`config.mk`:
```
export PLATFORM = sky130hd
export DESIGN_NAME = reg_file
export DESIGN_NICKNAME = d
export VERILOG_FILES = /design/src/dp_pkg.sv /design/src/reg_file.sv
export SDC_FILE = /design/constraint.sdc
export NUM_CORES = 1
export LEC_CHECK = 0
export ABC_AREA = 1
export BUFFER_PORTS_ARGS = -buffer_cell sky130_fd_sc_hd__buf_2
export CAP_MARGIN = 10
export CORE_ASPECT_RATIO = 0.9
export CORE_MARGIN = 4
export CORE_UTILIZATION = 25
export DETAILED_ROUTE_END_ITERATION = 16
export PLACE_DENSITY = 0.52
export SYNTH_ARGS = -nofsm -noshare
export SYNTH_HDL_FRONTEND = slang
export SYNTH_SLANG_ARGS = --single-unit
export TNS_END_PERCENT = 20
```
`constraint.sdc`:
```
create_clock -name clk -period 1.2 [get_ports clk]
set_clock_uncertainty 0.1 [all_clocks]
set_input_delay 0.18 -clock clk [delete_from_list [all_inputs] [get_ports clk]]
set_output_delay 0.18 -clock clk [all_outputs]
set_load 0.1 [all_outputs]
```
`src/dp_pkg.sv`:
```
`default_nettype none

package dp_pkg;

    localparam int unsigned N_SRC     = 24;
    localparam int unsigned RAM_WORDS = 512;
    localparam int unsigned RAM_AW    = 9;

    typedef logic [31:0] word_t;

    // Load instruction sits at this address
    localparam word_t PC_INIT = 32'd6;

    typedef enum logic [4:0] {
        add, sub, and_op, or_op,
        shr, shra, shl, ror, rol,
        mul, div,
        neg, not_op
    } alu_op_e;

    // Bus sources, lowest index has priority
    typedef enum logic [4:0] {
        src_r0, src_r1, src_r2, src_r3, src_r4, src_r5, src_r6, src_r7,
        src_r8, src_r9, src_r10, src_r11, src_r12, src_r13, src_r14, src_r15,
        src_hi, src_lo, src_zhi, src_zlo, src_pc, src_mdr, src_inport, src_csign
    } bus_src_e;

    typedef logic [N_SRC-1:0] src_mask_t;

    typedef struct packed {
        src_mask_t   src_mask;
        logic [15:0] reg_en;
        logic        hi_en;
        logic        lo_en;
        logic        y_en;
        logic        z_en;
        logic        ir_en;
        logic        pc_en;
        logic        mar_en;
        logic        mdr_en;
        logic        con_in;
        logic        out_en;
        logic        inc_pc;
        logic        read;
        logic        ram_write;
        logic        ba_out;
    } ctrl_t;

    typedef struct packed {
        word_t hi;
        word_t lo;
    } z_t;

endpackage

`default_nettype wire

```
`src/reg_file.sv`:
```
`timescale 1ns/1ns
`default_nettype none

module reg_file (
    input  logic          clk,
    input  logic          rst_n,
    input  dp_pkg::word_t bus,
    input  logic [15:0]   reg_en,
    input  logic          ba_out,
    output dp_pkg::word_t regs [16]
);

    import dp_pkg::*;

    word_t r_q [16];

    always_ff @(posedge clk or negedge rst_n) begin
        if (!rst_n) begin
            for (int i = 0; i < 16; i++) begin
                r_q[i] <= '0;
            end
        end else begin
            for (int i = 0; i < 16; i++) begin
                if (reg_en[i]) begin
                    r_q[i] <= bus;
                end
            end
        end
    end

    // R0 reads as zero for base-address calculations
    always_comb begin
        for (int i = 0; i < 16; i++) begin
            regs[i] = r_q[i];
        end
        if (ba_out) begin
            regs[0] = '0;
        end
    end

endmodule

`default_nettype wire

```
==> key figures <==
Run status
  – Outcome: finished, violations left
  – Failing checks: setup timing

Power and ir drop
  – Leak Pwr: 17.9 nW
  – Cell Pwr Density: 1780 nW/um^2
  – Max IR drop VDD: 1.02 mV

Worst setup path
  – Setup Crit Path Kind: flip-flop to primary output
  – Reg-to-reg critical path startpoint: regs[126]
  – Worst R2R Path Depth: 4
  – R2R setup slack: 0.21 ns
  – Reg2reg end: regs[126]
  – Worst Setup End Kind: primary output
  – CP max FO: 2
  – Critical path data required time: 0.92 ns
  – Crit start category: flip-flop
  – Worst Path Arrival: 1.36 ns

Timing
  – FMAX: 611 MHz
  – Worst-margin pin slew: 0.825 ns
  – Crit share post-route: 136%
  – Setup WS post-layout: -0.438 ns
  – Tmin final: 1.64 ns
  – Hold Vio Cnt, Final: 0
  – RSZ-0062 raised after global routing: yes
  – Slew HR: 45.0%
  – Finish-stage setup viols: 512
  – Max Slew Vio Count: 0

Worst hold path
  – Hold Crit Class: input port to flip-flop
  – Hold_sp: bus[16]
  – Worst hold path depth: 3
  – Hold Path End: regs[112]

Route
  – Final ANT Viol Nets: 0
  – Vias post-DR: 17,200
  – Wirelength per Cell: 20.4 um
  – Vias/cell: 4.05
  – Initial DRC Count: 1,269
  – # DRC: 0
  – DR pass1 iterations: 5
  – WL final: 86,500 um

Clock tree
  – CTS max path bufs: 3
  – H-tree levels: 2
  – Worst-skew pair later-pin latency: 0.62 ns
  – CTS clk-pin slew, worst paths: 0.06 ns
  – Total CTS buffers: 59
  – CTS tree: yes
  – CTS sink cnt: 512
  – Clock Root Buffer: clkbuf_16

Yosys
  – Cells after Synth: 2,787
  – Syn Area/Cell: 8.66 sq um
  – Post-Syn Nets: 2,838
  – Post-synthesis sequential area ratio: 53.1%
  – Yosys Warn Count: 0
  – FF+latch count, synth: 512
  – Synthesized area: 24,100 sq um
  – Synth unique cells: 13

Global route
  – All-Layer GR Usage: 16.6%
  – Vias in the first global route: 16,800
  – Initial antenna violation count: 3
  – Largest net degree at the start of global routing: 58
  – First-pass GRT wire length: 124,000 um
  – Grt total ovfl: 0

Die
  – Die Ht: 303 um
  – Die area: 102,000 sq um
  – Starting Density: 25.3%
  – Ports: 563
  – Core box area: 95,200 sq um
  – Die W: 335 um
  – Floorplan row count: 107

Placement
  – PortBufs: 562
  – GPL Wtd Cong: 0.760
  – Area after DPL: 32,200 sq um
  – DP Wirelength: 61,600 um
  – Pre-CTS setup slack: -0.0520 ns

Final layout
  – Area Growth Syn to Fin: 46.4%
  – Commonest non-fill, non-tap cells in the layout: nand2_1 (1,506), buf_12 (546), dfrtp_1 (508), buf_4 (103), clkbuf_16 (61)
  – Share of layout cells above drive strength 1: 30.4%
  – Fin nets: 2,984
  – Non-Filler Cell Area, Final: 35,300 sq um
  – Core Util, Final: 37.1%
  – Leading cell type in the layout, fill and taps excluded: nand2_1

Run
  – MaxCap Viol Count: 0
-- worst max-delay path, stage by stage, from the launching register on --
cell and delay, ns:
dfrtp_1 0.36, inv_2 0.05, nor2_4 0.14, buf_12 0.19
-- logic make-up after synthesis --
logic type	count (synthesis)	synth area share (%)
buffers and inverters	707	22.2
flip-flops	512	53.1
AND/OR/NAND/NOR	1568	24.7
-- layout make-up --
cell class                 count  area, sq um
fill                        9355        59900
timing repair buffer         744        12400
sequential                   512        12800
clock buffer                  80         1720
multi-input combinational   1568         6140
inverter                      48          228
antenna                        5         12.5
clock inverter                28          429
tap                         1253         1570
-- sequential cells by signal, indices dropped and copies added, names as in the netlist --
name  cells
regs    480
r_q      32
-- what timing repair did --
| item | in CTS | in global routing |
|---|---|---|
| setup endpoints to repair | 512 | 513 |
| hold endpoints to repair | 1001 | 0 |
| setup buffers | 26 | 26 |
| resized for setup | 16 | 33 |
| pin swaps | 1 | 13 |
| hold buffers | 45 | 0 |
-- through the flow --
step | setup TNS [ns] | cells | power (W) | hold WS, ns
floorplan | -8.50 | 2787 | 0.0358 | -0.216
global placement | -0.260 | 4028 | 0.0429 | 0.121
detailed placement | -0.411 | 4028 | 0.0430 | 0.121
CTS | -184.68 | 4207 | 0.0636 | 0.00406
global route | -183.74 | 4233 | 0.0651 | 0.0265
finish | -151.37 | 4238 | 0.0629 | 0.0457
-- where the power goes --
| group | total, W | switching (W) | leakage [nW] | internal [W] |
|---|---|---|---|---|
| Clock | 0.0200 | 0.00765 | 1.05 | 0.0123 |
| Combinational | 0.0224 | 0.0152 | 10.6 | 0.00719 |
| Sequential | 0.0205 | 0.00172 | 6.23 | 0.0188 |
-- worst max path at each step --
stage                        start        end  slack, ns  depth (start not counted)
after floorplan             ba_out  regs[480]      -0.27                          2
after global placement     bus[19]  regs[147]      -0.05                          3
after detailed placement   bus[19]  regs[147]      -0.05                          3
after CTS                 r_q[485]  regs[485]      -0.50                          3
after global routing      r_q[483]  regs[483]      -0.51                          3
final                     r_q[496]  regs[496]      -0.44                          3
-- metal layers --
layer	vias up	track usage (%)	part of all wire [%]
met5	-	0	0
met1	8379	22.3	43
met2	590	26.2	46
met4	0	3.81	2.0
li1	8090	-	-
met3	106	5.29	9.0
-- synthesized netlist by cell type --
master | instances | area [sq um]
buf_2 | 5 | 25.0
buf_4 | 558 | 4190
buf_6 | 62 | 698
buf_8 | 4 | 60.1
clkbuf_2 | 30 | 150
dfrtp_1 | 512 | 12800
inv_1 | 32 | 120
inv_4 | 14 | 87.6
inv_6 | 1 | 8.76
inv_8 | 1 | 11.3
nand2_1 | 1506 | 5650
nand2_2 | 30 | 188
nor2_1 | 32 | 120
(Power assumes the default switching activity.)
