`config.mk`:
```
export PLATFORM = sky130hd
export DESIGN_NAME = bus_arbiter
export DESIGN_NICKNAME = d
export VERILOG_FILES = /design/src/dp_pkg.sv /design/src/bus_arbiter.sv
export SDC_FILE = /design/constraint.sdc
export NUM_CORES = 1
export LEC_CHECK = 0
export ABC_AREA = 1
export BUFFER_PORTS_ARGS = -buffer_cell sky130_fd_sc_hd__buf_2
export CAP_MARGIN = 25
export CORE_AREA = 2 2 320 322
export DETAILED_ROUTE_END_ITERATION = 10
export DIE_AREA = 0 0 322 324
export PLACE_DENSITY = 0.33
export SLEW_MARGIN = 20
export SYNTH_ARGS = -nofsm -noshare
export SYNTH_HDL_FRONTEND = slang
export SYNTH_SLANG_ARGS = --single-unit
```
`constraint.sdc`:
```
create_clock -name vclk -period 2.9
set_input_delay 0.58 -clock vclk [all_inputs]
set_output_delay 0.58 -clock vclk [all_outputs]
set_load 0.01 [all_outputs]
```
`src/dp_pkg.sv`:
```
`default_nettype none

package dp_pkg;

    localparam int unsigned N_SRC     = 24;
    localparam int unsigned RAM_WORDS = 512;
    localparam int unsigned RAM_AW    = 9;

    typedef logic [31:0] word_t;

    // Load instruction sits at this address
    localparam word_t PC_INIT = 32'd6;

    typedef enum logic [4:0] {
        add, sub, and_op, or_op,
        shr, shra, shl, ror, rol,
        mul, div,
        neg, not_op
    } alu_op_e;

    // Bus sources, lowest index has priority
    typedef enum logic [4:0] {
        src_r0, src_r1, src_r2, src_r3, src_r4, src_r5, src_r6, src_r7,
        src_r8, src_r9, src_r10, src_r11, src_r12, src_r13, src_r14, src_r15,
        src_hi, src_lo, src_zhi, src_zlo, src_pc, src_mdr, src_inport, src_csign
    } bus_src_e;

    typedef logic [N_SRC-1:0] src_mask_t;

    typedef struct packed {
        src_mask_t   src_mask;
        logic [15:0] reg_en;
        logic        hi_en;
        logic        lo_en;
        logic        y_en;
        logic        z_en;
        logic        ir_en;
        logic        pc_en;
        logic        mar_en;
        logic        mdr_en;
        logic        con_in;
        logic        out_en;
        logic        inc_pc;
        logic        read;
        logic        ram_write;
        logic        ba_out;
    } ctrl_t;

    typedef struct packed {
        word_t hi;
        word_t lo;
    } z_t;

endpackage

`default_nettype wire

```
`src/bus_arbiter.sv`:
```
`timescale 1ns/1ns
`default_nettype none

module bus_arbiter (
    input  dp_pkg::src_mask_t src_mask,
    input  dp_pkg::word_t     regs [16],
    input  dp_pkg::word_t     hi,
    input  dp_pkg::word_t     lo,
    input  dp_pkg::word_t     pc,
    input  dp_pkg::word_t     mdr,
    input  dp_pkg::word_t     inport,
    input  dp_pkg::word_t     csign,
    input  dp_pkg::z_t        z,
    output dp_pkg::word_t     bus
);

    import dp_pkg::*;

    bus_src_e grant;
    logic     grant_vld;
    word_t    sel_word;

    // Scan downwards so the lowest raised strobe is kept
    always_comb begin
        grant     = src_r0;
        grant_vld = 1'b0;
        for (int i = N_SRC - 1; i >= 0; i--) begin
            if (src_mask[i]) begin
                grant     = bus_src_e'(i);
                grant_vld = 1'b1;
            end
        end
    end

    always_comb begin
        case (grant)
            src_hi:     sel_word = hi;
            src_lo:     sel_word = lo;
            src_zhi:    sel_word = z.hi;
            src_zlo:    sel_word = z.lo;
            src_pc:     sel_word = pc;
            src_mdr:    sel_word = mdr;
            src_inport: sel_word = inport;
            src_csign:  sel_word = csign;
            default:    sel_word = regs[grant[3:0]];
        endcase
    end

    // Idle bus reads as zero
    assign bus = grant_vld ? sel_word : '0;

endmodule

`default_nettype wire

```
==> metrics.md <==
| Metric | Value |
|---|---|
| Outcome | `finished, violations left` |
| Violated checks | `negative setup slack` |
| Placed insts | `4521` |
| Fin cells | `4611` |
| First-pass GRT wire length | `141000 um` |
| Post-synthesis cell count | `2292` |
| Core Footprint | `0.101 mm^2` |
| Slew @ Worst Pin | `360 ps` |
| Ranking of synthesized cells by area | `nand3_1 (20%), inv_1 (19%), nand2_1 (16%)` |
| Initial Util | `0.102` |
| DR pass1 iterations | `5` |
| Vias | `19000` |
| Initial antenna violation count | `55` |
| Critical Path Source Type | `primary input` |
| Setup ws final | `-1110 ps` |
| Synth warn | `0` |
| Maximum VDD drop | `0.0000486 V` |
| RD Place Congestion | `0.887` |
| DRC | `0` |
| Final Hold Viols | `0` |
| Antenna Nets Post-Route | `0` |
| Hold Path Class | `primary input to primary output` |
| Relative max-transition margin | `0.760` |
| Critical Path Max Stage Delay | `150 ps` |
| Design area | `0.0218 mm^2` |
| Met3 Usage GRT | `0.0287` |
| Die Ht | `324 um` |
| WP data arrival | `3430 ps` |
| Fin crit share | `1.38` |
| Die area | `0.104 mm^2` |
| Crit Path Max Fanout | `7` |
| Met1 Usage GRT | `0.231` |
| Vias/cell | `4.12` |
| CP most frequent cell | `nand2_1` |
| Critical Path RT | `2320 ps` |
| Fillers | `12000` |
| Final nets | `4076` |
| Sequential cell area | `0 um^2` |
| Total number of sequential cells | `0` |
| Final min period | `4010 ps` |
| P_leak | `12.1 nW` |
| Chip Width | `322 um` |
| DR iter-0 viols | `1140` |
| Final wirelength | `108000 um` |
| CLK BUF | `0` |
| Global route overflow | `0` |
| Worst hold slack | `1620 ps` |
| Top Usage Layer GRT | `met2` |
| # IOs | `824` |
| Final HPWL DP | `90400 um` |
| Setup Viol. Count Final | `32` |
| Vias in the first global route | `19000` |
| Layout overhead on the synthesized area | `110%` |
| GRT Total Usage | `0.192` |
| GR Util met2 | `0.363` |
| Mapped cell area | `0.0103 mm^2` |
| Leading area contributor after synthesis | `nand3_1` |
| Placement Cell Area | `0.0183 mm^2` |
| Slew Viols, Final | `0` |
| Syn Nets | `3084` |
| Max-Cap Viols | `0` |
| Row count | `117` |
| Setup TNS Final | `-32120 ps` |
| Crit path kind | `primary input to primary output` |
| Crit path capture type | `primary output` |
| Sequential share of the synthesized area | `0` |
| PwrDens | `133 mW/mm^2` |
| Final core occ | `0.216` |
| Max stage delay cell, worst path | `buf_6` |
| Synth unique cells | `22` |
| Peak Freq | `250 MHz` |
| Mean post-synth cell area | `4.51 um^2` |
| Share of post-route cells with drive strength above 1 | `0.471` |
| WL/cell | `23.5 um` |
| Pin count of the biggest net entering global routing | `61` |
| IO buf count | `824` |
| Share of the synthesized area in the top cell type | `0.203` |
| RSZ-0062 raised after global routing | `true` |
[per-stage QoR]
step / setup slack [ps] / total power, mW
floorplan: -236 / 0.927
global placement: -1810 / 2.37
detailed placement: -1550 / 2.37
CTS: -1170 / 2.74
global route: -1390 / 3.15
finish: -1110 / 2.90
[layout by cell type, fill, tap and decap left out, types with 49 or more instances in the layout]
cell | netlist | final
buf_12 | 0 | 68
nand2_1 | 429 | 332
nand3_2 | 1 | 94
nand2_2 | 4 | 49
nand3b_1 | 102 | 102
nor2_1 | 290 | 209
nand3_1 | 420 | 309
buf_2 | 45 | 803
inv_1 | 537 | 523
buf_6 | 7 | 67
buf_4 | 2 | 193
nand4_1 | 237 | 237
[metal layers]
layer / vias up / wire (um)
met2: 732 / 55300
met1: 8860 / 44300
li1: 9250 / -
met5: - / 184
met4: 30 / 2080
met3: 115 / 6310
[worst max-delay path, delay by kind of cell]
family	cells	cell delay, ps
and+or+nand+nor	26	1640
buffers and inverters	9	1020
AOI/OAI and AO/OA	1	150
[cell type report]
class,instances,area (um^2),share of cell area
diodes,20,50.0,0.00230
inverters,560,2170,0.0997
multi-input cells,1550,9410,0.432
well taps,1309,1640,0.0752
repair buffers,1172,8500,0.391
[cells by family (layout without fill, tap and decap cells)]
| group | count (synthesis) | in the layout | synth area share |
|---|---|---|---|
| compound gates | 58 | 58 | 0.0281 |
| other cells | 0 | 20 | 0 |
| buf+inv | 743 | 1732 | 0.281 |
| simple gates | 1491 | 1492 | 0.691 |
[path summary, 6_finish.rpt]
kind                      from  slack, ps      end  depth (start not counted)
setup / recovery  src_mask[22]      -1110  bus[29]                         36
hold / removal          pc[27]       1620  bus[27]                          6
[timing repair]
item,CTS,global route
hold endpoints to repair,0,0
resized for setup,315,283
buffers inserted,35,21
endpoints found under the setup margin,32,32
hold buffers,0,0
pin swaps,63,129
gates cloned,14,11
[where the power goes]
| group | total (mW) | internal, mW | switching, mW |
|---|---|---|---|
| clock | 0.000000927 | 0.000000927 | 0 |
| sequential | 0 | 0 | 0 |
| combinational | 2.90 | 1.31 | 1.59 |
| total | 2.90 | 1.31 | 1.59 |
[cells in the mapped netlist]
library cell	n
o21ai_1	1
inv_2	6
a21oi_1	57
nor2_1	290
nor3_1	2
nand2_2	4
buf_1	39
nand4_1	237
nor2_4	1
nor4_1	3
nand2_1	429
nor2_2	1
buf_2	45
clkinv_1	17
nand3b_1	102
clkbuf_1	90
buf_6	7
nand3_1	420
nand3_2	1
nand3_4	1
buf_4	2
inv_1	537
Power figures use the tool's default switching activity.
