**config.mk**
```make
export PLATFORM = sky130hd
export DESIGN_NAME = special_regs
export DESIGN_NICKNAME = d
export VERILOG_FILES = /design/src/dp_pkg.sv /design/src/special_regs.sv
export SDC_FILE = /design/constraint.sdc
export NUM_CORES = 1
export LEC_CHECK = 0
export ABC_AREA = 1
export BUFFER_PORTS_ARGS = -buffer_cell sky130_fd_sc_hd__buf_4
export CORE_UTILIZATION = 45
export CTS_CLUSTER_SIZE = 28
export DETAILED_ROUTE_END_ITERATION = 7
export GPL_ROUTABILITY_DRIVEN = 0
export PLACE_DENSITY_LB_ADDON = 0.1
export SLEW_MARGIN = 20
export SYNTH_ARGS = -nofsm -noshare
export SYNTH_HDL_FRONTEND = slang
export SYNTH_SLANG_ARGS = --single-unit
```
**constraint.sdc**
```tcl
create_clock -name clk -period 1.4 [get_ports clk]
set_input_delay 0.07 -clock clk [delete_from_list [all_inputs] [get_ports clk]]
set_output_delay 0.07 -clock clk [all_outputs]
set_load 0.1 [all_outputs]
```
**src/dp_pkg.sv**
```systemverilog
`default_nettype none

package dp_pkg;

    localparam int unsigned N_SRC     = 24;
    localparam int unsigned RAM_WORDS = 512;
    localparam int unsigned RAM_AW    = 9;

    typedef logic [31:0] word_t;

    // Load instruction sits at this address
    localparam word_t PC_INIT = 32'd6;

    typedef enum logic [4:0] {
        add, sub, and_op, or_op,
        shr, shra, shl, ror, rol,
        mul, div,
        neg, not_op
    } alu_op_e;

    // Bus sources, lowest index has priority
    typedef enum logic [4:0] {
        src_r0, src_r1, src_r2, src_r3, src_r4, src_r5, src_r6, src_r7,
        src_r8, src_r9, src_r10, src_r11, src_r12, src_r13, src_r14, src_r15,
        src_hi, src_lo, src_zhi, src_zlo, src_pc, src_mdr, src_inport, src_csign
    } bus_src_e;

    typedef logic [N_SRC-1:0] src_mask_t;

    typedef struct packed {
        src_mask_t   src_mask;
        logic [15:0] reg_en;
        logic        hi_en;
        logic        lo_en;
        logic        y_en;
        logic        z_en;
        logic        ir_en;
        logic        pc_en;
        logic        mar_en;
        logic        mdr_en;
        logic        con_in;
        logic        out_en;
        logic        inc_pc;
        logic        read;
        logic        ram_write;
        logic        ba_out;
    } ctrl_t;

    typedef struct packed {
        word_t hi;
        word_t lo;
    } z_t;

endpackage

`default_nettype wire

```
**src/special_regs.sv**
```systemverilog
`timescale 1ns/1ns
`default_nettype none

module special_regs (
    input  logic          clk,
    input  logic          rst_n,
    input  dp_pkg::word_t bus,
    input  logic          hi_en,
    input  logic          lo_en,
    input  logic          ir_en,
    input  logic          pc_en,
    input  logic          inc_pc,
    input  logic          con_in,
    input  logic          out_en,
    input  dp_pkg::word_t in_port_data,
    output dp_pkg::word_t hi,
    output dp_pkg::word_t lo,
    output dp_pkg::word_t pc,
    output dp_pkg::word_t inport,
    output dp_pkg::word_t csign,
    output dp_pkg::word_t out_port,
    output logic          con
);

    import dp_pkg::*;

    word_t       pc_q;
    word_t       hi_q;
    word_t       lo_q;
    word_t       in_q;
    word_t       out_q;
    // Opcode and register fields are decoded outside the datapath
    logic [20:0] ir_q;
    logic        con_q;
    logic        cond_met;

    always_comb begin
        case (ir_q[20:19])
            2'b00:   cond_met = (bus == '0);
            2'b01:   cond_met = (bus != '0);
            2'b10:   cond_met = !bus[31] && (bus != '0);
            default: cond_met = bus[31];
        endcase
    end

    always_ff @(posedge clk or negedge rst_n) begin
        if (!rst_n) begin
            pc_q  <= PC_INIT;
            ir_q  <= '0;
            hi_q  <= '0;
            lo_q  <= '0;
            in_q  <= '0;
            out_q <= '0;
            con_q <= 1'b0;
        end else begin
            // Bus load wins over increment
            if (pc_en) begin
                pc_q <= bus;
            end else if (inc_pc) begin
                pc_q <= pc_q + 32'd1;
            end
            if (ir_en) begin
                ir_q <= bus[20:0];
            end
            if (hi_en) begin
                hi_q <= bus;
            end
            if (lo_en) begin
                lo_q <= bus;
            end
            if (out_en) begin
                out_q <= bus;
            end
            if (con_in) begin
                con_q <= cond_met;
            end
            in_q <= in_port_data;
        end
    end

    assign pc       = pc_q;
    assign hi       = hi_q;
    assign lo       = lo_q;
    assign inport   = in_q;
    assign out_port = out_q;
    assign con      = con_q;
    assign csign    = {{13{ir_q[18]}}, ir_q[18:0]};

endmodule

`default_nettype wire

```
==> results.sh <==
export IMPL_synth_seq_area_share=0.594
export IMPL_power_density_nw_per_um2=1480
export IMPL_ff2ff_setup_slack_ns=-0.22
export IMPL_crit_path_end_kind="flop"
export IMPL_ys_top_cells_by_count="dfrtp_1, mux2_2, nand2_1"
export IMPL_max_slew_margin_rel=0.648
export IMPL_avgSynthCellArea_um2=11.7
export IMPL_core_um2=16600
export IMPL_r2r_end="pc[26]$_DFFE_PN0P_"
export IMPL_route_detailed_drc=0
export IMPL_period_needed_ns=1.62
export IMPL_fin_cells=1251
export IMPL_synthCells=656
export IMPL_clk_path_buf_depth=2
export IMPL_fillers=1217
export IMPL_drt_iter0_markers=277
export IMPL_die_area_um2=17600
export IMPL_drt_wl_total_um=21900
export IMPL_synth_top_family_by_area="multiplexers"
export IMPL_place_area_um2=10200
export IMPL_place_inst=1141
export IMPL_ys_seq_elements=182
export IMPL_antenna_left=0
export IMPL_status="finished, violations left"
export IMPL_seq_area_um2=4630
export IMPL_grt_antenna_before_repair=0
export IMPL_critical_path_startpoint="pc[1]$_DFFE_PN1P_"
export IMPL_path_class="reg -> reg"
export IMPL_cts_tree="done"
export IMPL_antennaDiodeCount=0
export IMPL_clk_pin_slew_ns=0.07
export IMPL_grtUsageTotal=0.258
export IMPL_yosys_top_cells_area="dfrtp_1, mux2_2, nand2_1"
export IMPL_worstSetupEndpoint="pc[26]$_DFFE_PN0P_"
export IMPL_grt_overflow=0
export IMPL_cts_buffers_inserted=17
export IMPL_clk_latency_ns=0.43
export IMPL_synth_ff_type="dfrtp_1"
export IMPL_multi_input_area_um2=2910
export IMPL_synth_top_area_cell="dfrtp_1"
export IMPL_drtPass1Iterations=5
export IMPL_final_util=0.710
export IMPL_final_max_slew_violation_count=0
export IMPL_yosys_area_share_adder=0.00163
export IMPL_start_util=0.461
export IMPL_htreeDepth=4
export IMPL_setup_viol=30
export IMPL_cp_max_fo=5
export IMPL_final_setup_skew_ns=0.00854
export IMPL_synth_xor_area_frac=0.0228
export IMPL_routedWlPerCell_um=17.5
export IMPL_syn_area_um2=7680
export IMPL_yosys_area_share_simple=0.114
export IMPL_num_vias=6218
export IMPL_cts_sinks=182
export IMPL_root_buffer="clkbuf_16"
export IMPL_ys_warn_count=0
export IMPL_failed_checks="negative setup slack"
export IMPL_worst_slew_pin_slew_ns=0.528
export IMPL_startpoint_type="flop"
export IMPL_reg2regPathDepth=9
export IMPL_fp_dieW_um=133
export IMPL_dpl_hpwl_um=15000
export IMPL_synth_edf_count=0
export IMPL_fin_nets=1092
export IMPL_peakVddDrop_v=0.000924
export IMPL_io_buffers=265
export IMPL_rsz0062_at_grt="true"
export IMPL_avgViaCountPerCell=4.97
export IMPL_finalWorstSetupSlack_ns=-0.217
export IMPL_worstReg2RegStart="pc[1]$_DFFE_PN1P_"
export IMPL_synth_top_cell_area_share=0.587
export IMPL_leakage_nw=5.44
export IMPL_synthMuxAreaShare=0.164
export IMPL_syn_nets=730
export IMPL_syn2layout_area_growth_pct=53.9
export IMPL_rows=47
export IMPL_asyncSetResetFlopFracSynth=1.00
export IMPL_fin_area_um2=11800
export IMPL_cp_data_arrival_time_ns=1.94
export IMPL_grt_max_degree=45
export IMPL_max_freq_ghz=0.619
export IMPL_period_share=1.15
export IMPL_worstPathRequired_ns=1.72
export IMPL_synth_compound_area_frac=0.0473
export IMPL_grt_pass1_vias=6816
export IMPL_grt_pass1_wl_um=35200
export IMPL_max_cap_violations=0
export IMPL_synth_cell_types=28
export IMPL_pin_count=266
export IMPL_drive_above_1_share=0.543
export IMPL_synth_most_common_cell="dfrtp_1"
export IMPL_hold_violations=0
export IMPL_fp_dieH_um=133
export IMPL_hold_path_class="in -> reg"
export IMPL_fin_tns_setup_ns=-3.45
## logic make-up after synthesis
| group | count (synthesis) |
|---|---|
| adder cells (fa/ha/maj) | 1 |
| buffers and inverters | 79 |
| multiplexers | 112 |
| AND/OR/NAND/NOR | 206 |
| flip-flops | 182 |
| XOR/XNOR | 20 |
| AO/OA/AOI/OAI | 56 |
## worst min-delay path by stage
stage | startpoint | end | slack [ns] | cells past startpoint
after floorplan | rst_n | con$_DFFE_PN0P_ | -0.23 | 0
after global placement | rst_n | out_port[12]$_DFFE_PN0P_ | 0.007 | 1
after detailed placement | rst_n | out_port[12]$_DFFE_PN0P_ | 0.01 | 1
after CTS | ir_en | ir_q[20]$_DFFE_PN0P_ | 0.1 | 3
after global routing | hi_en | hi[31]$_DFFE_PN0P_ | 0.13 | 3
final | ir_en | ir_q[20]$_DFFE_PN0P_ | 0.1 | 3
## power breakdown
group / internal, W / switching (W)
clock: 0.00254 / 0.00225
sequential: 0.00579 / 0.000344
combinational: 0.00158 / 0.00494
## per-stage QoR
stage | power [W] | setup WS, ns | hold slack [ns]
floorplan | 0.0109 | -0.379 | -0.226
global placement | 0.0124 | -0.185 | 0.00748
detailed placement | 0.0125 | -0.249 | 0.00975
CTS | 0.0175 | -0.209 | 0.0952
global route | 0.0180 | -0.271 | 0.131
finish | 0.0174 | -0.217 | 0.0993
## layout by cell type, fill, tap and decap left out, types with 6 or more instances in the layout
master,n
a22oi_1,23
buf_12,8
buf_4,310
buf_6,12
clkbuf_16,17
dfrtp_1,151
dfrtp_2,16
dfrtp_4,13
dlygate4sd3_1,68
inv_1,17
mux2_2,112
nand2_1,97
nand2_2,7
nand3_1,10
nor2_1,48
nor2_2,9
nor2_4,10
o211ai_1,7
o21ai_1,11
xnor2_1,6
xor2_1,13
## what timing repair did
action | in CTS | in global routing
gates resized for setup | 43 | 31
pin swaps | 19 | 22
gates cloned | 0 | 0
hold endpoints to repair | 362 | 0
endpoints found under the setup margin | 44 | 37
hold buffers | 69 | 0
setup buffers | 7 | 5
## critical path: stages (launching register included)
cell	delay, ns
dfstp_4	0.64
ha_4	0.15
nand3_4	0.12
inv_4	0.09
nand2_4	0.06
nor2_4	0.10
nand2_2	0.07
xor2_1	0.15
nand2_1	0.07
nand2_1	0.05
## flip-flops by register name (all words and copies together), names as in the netlist
| signal | count |
|---|---|
| lo | 32 |
| hi | 32 |
| out_port | 32 |
| ir_q | 21 |
| pc | 32 |
| inport | 32 |
| con | 1 |
## area by class of cell
type,instances,area share
Clock buffer,17,0.0360
Clock inverter,15,0.0140
Inverter,23,0.00773
Multi-Input combinational cell,395,0.246
Sequential cell,182,0.392
Tap cell,220,0.0233
Timing Repair Buffer,399,0.281
## metal layers
metal  vias up  routed length [um]  track usage
li1       2895                   -            -
met1      3047                9060        0.323
met2       248               10800        0.431
met3        28                1690       0.0793
met4         0                 292       0.0766
met5         -                   0            0
Power figures use the tool's default switching activity.
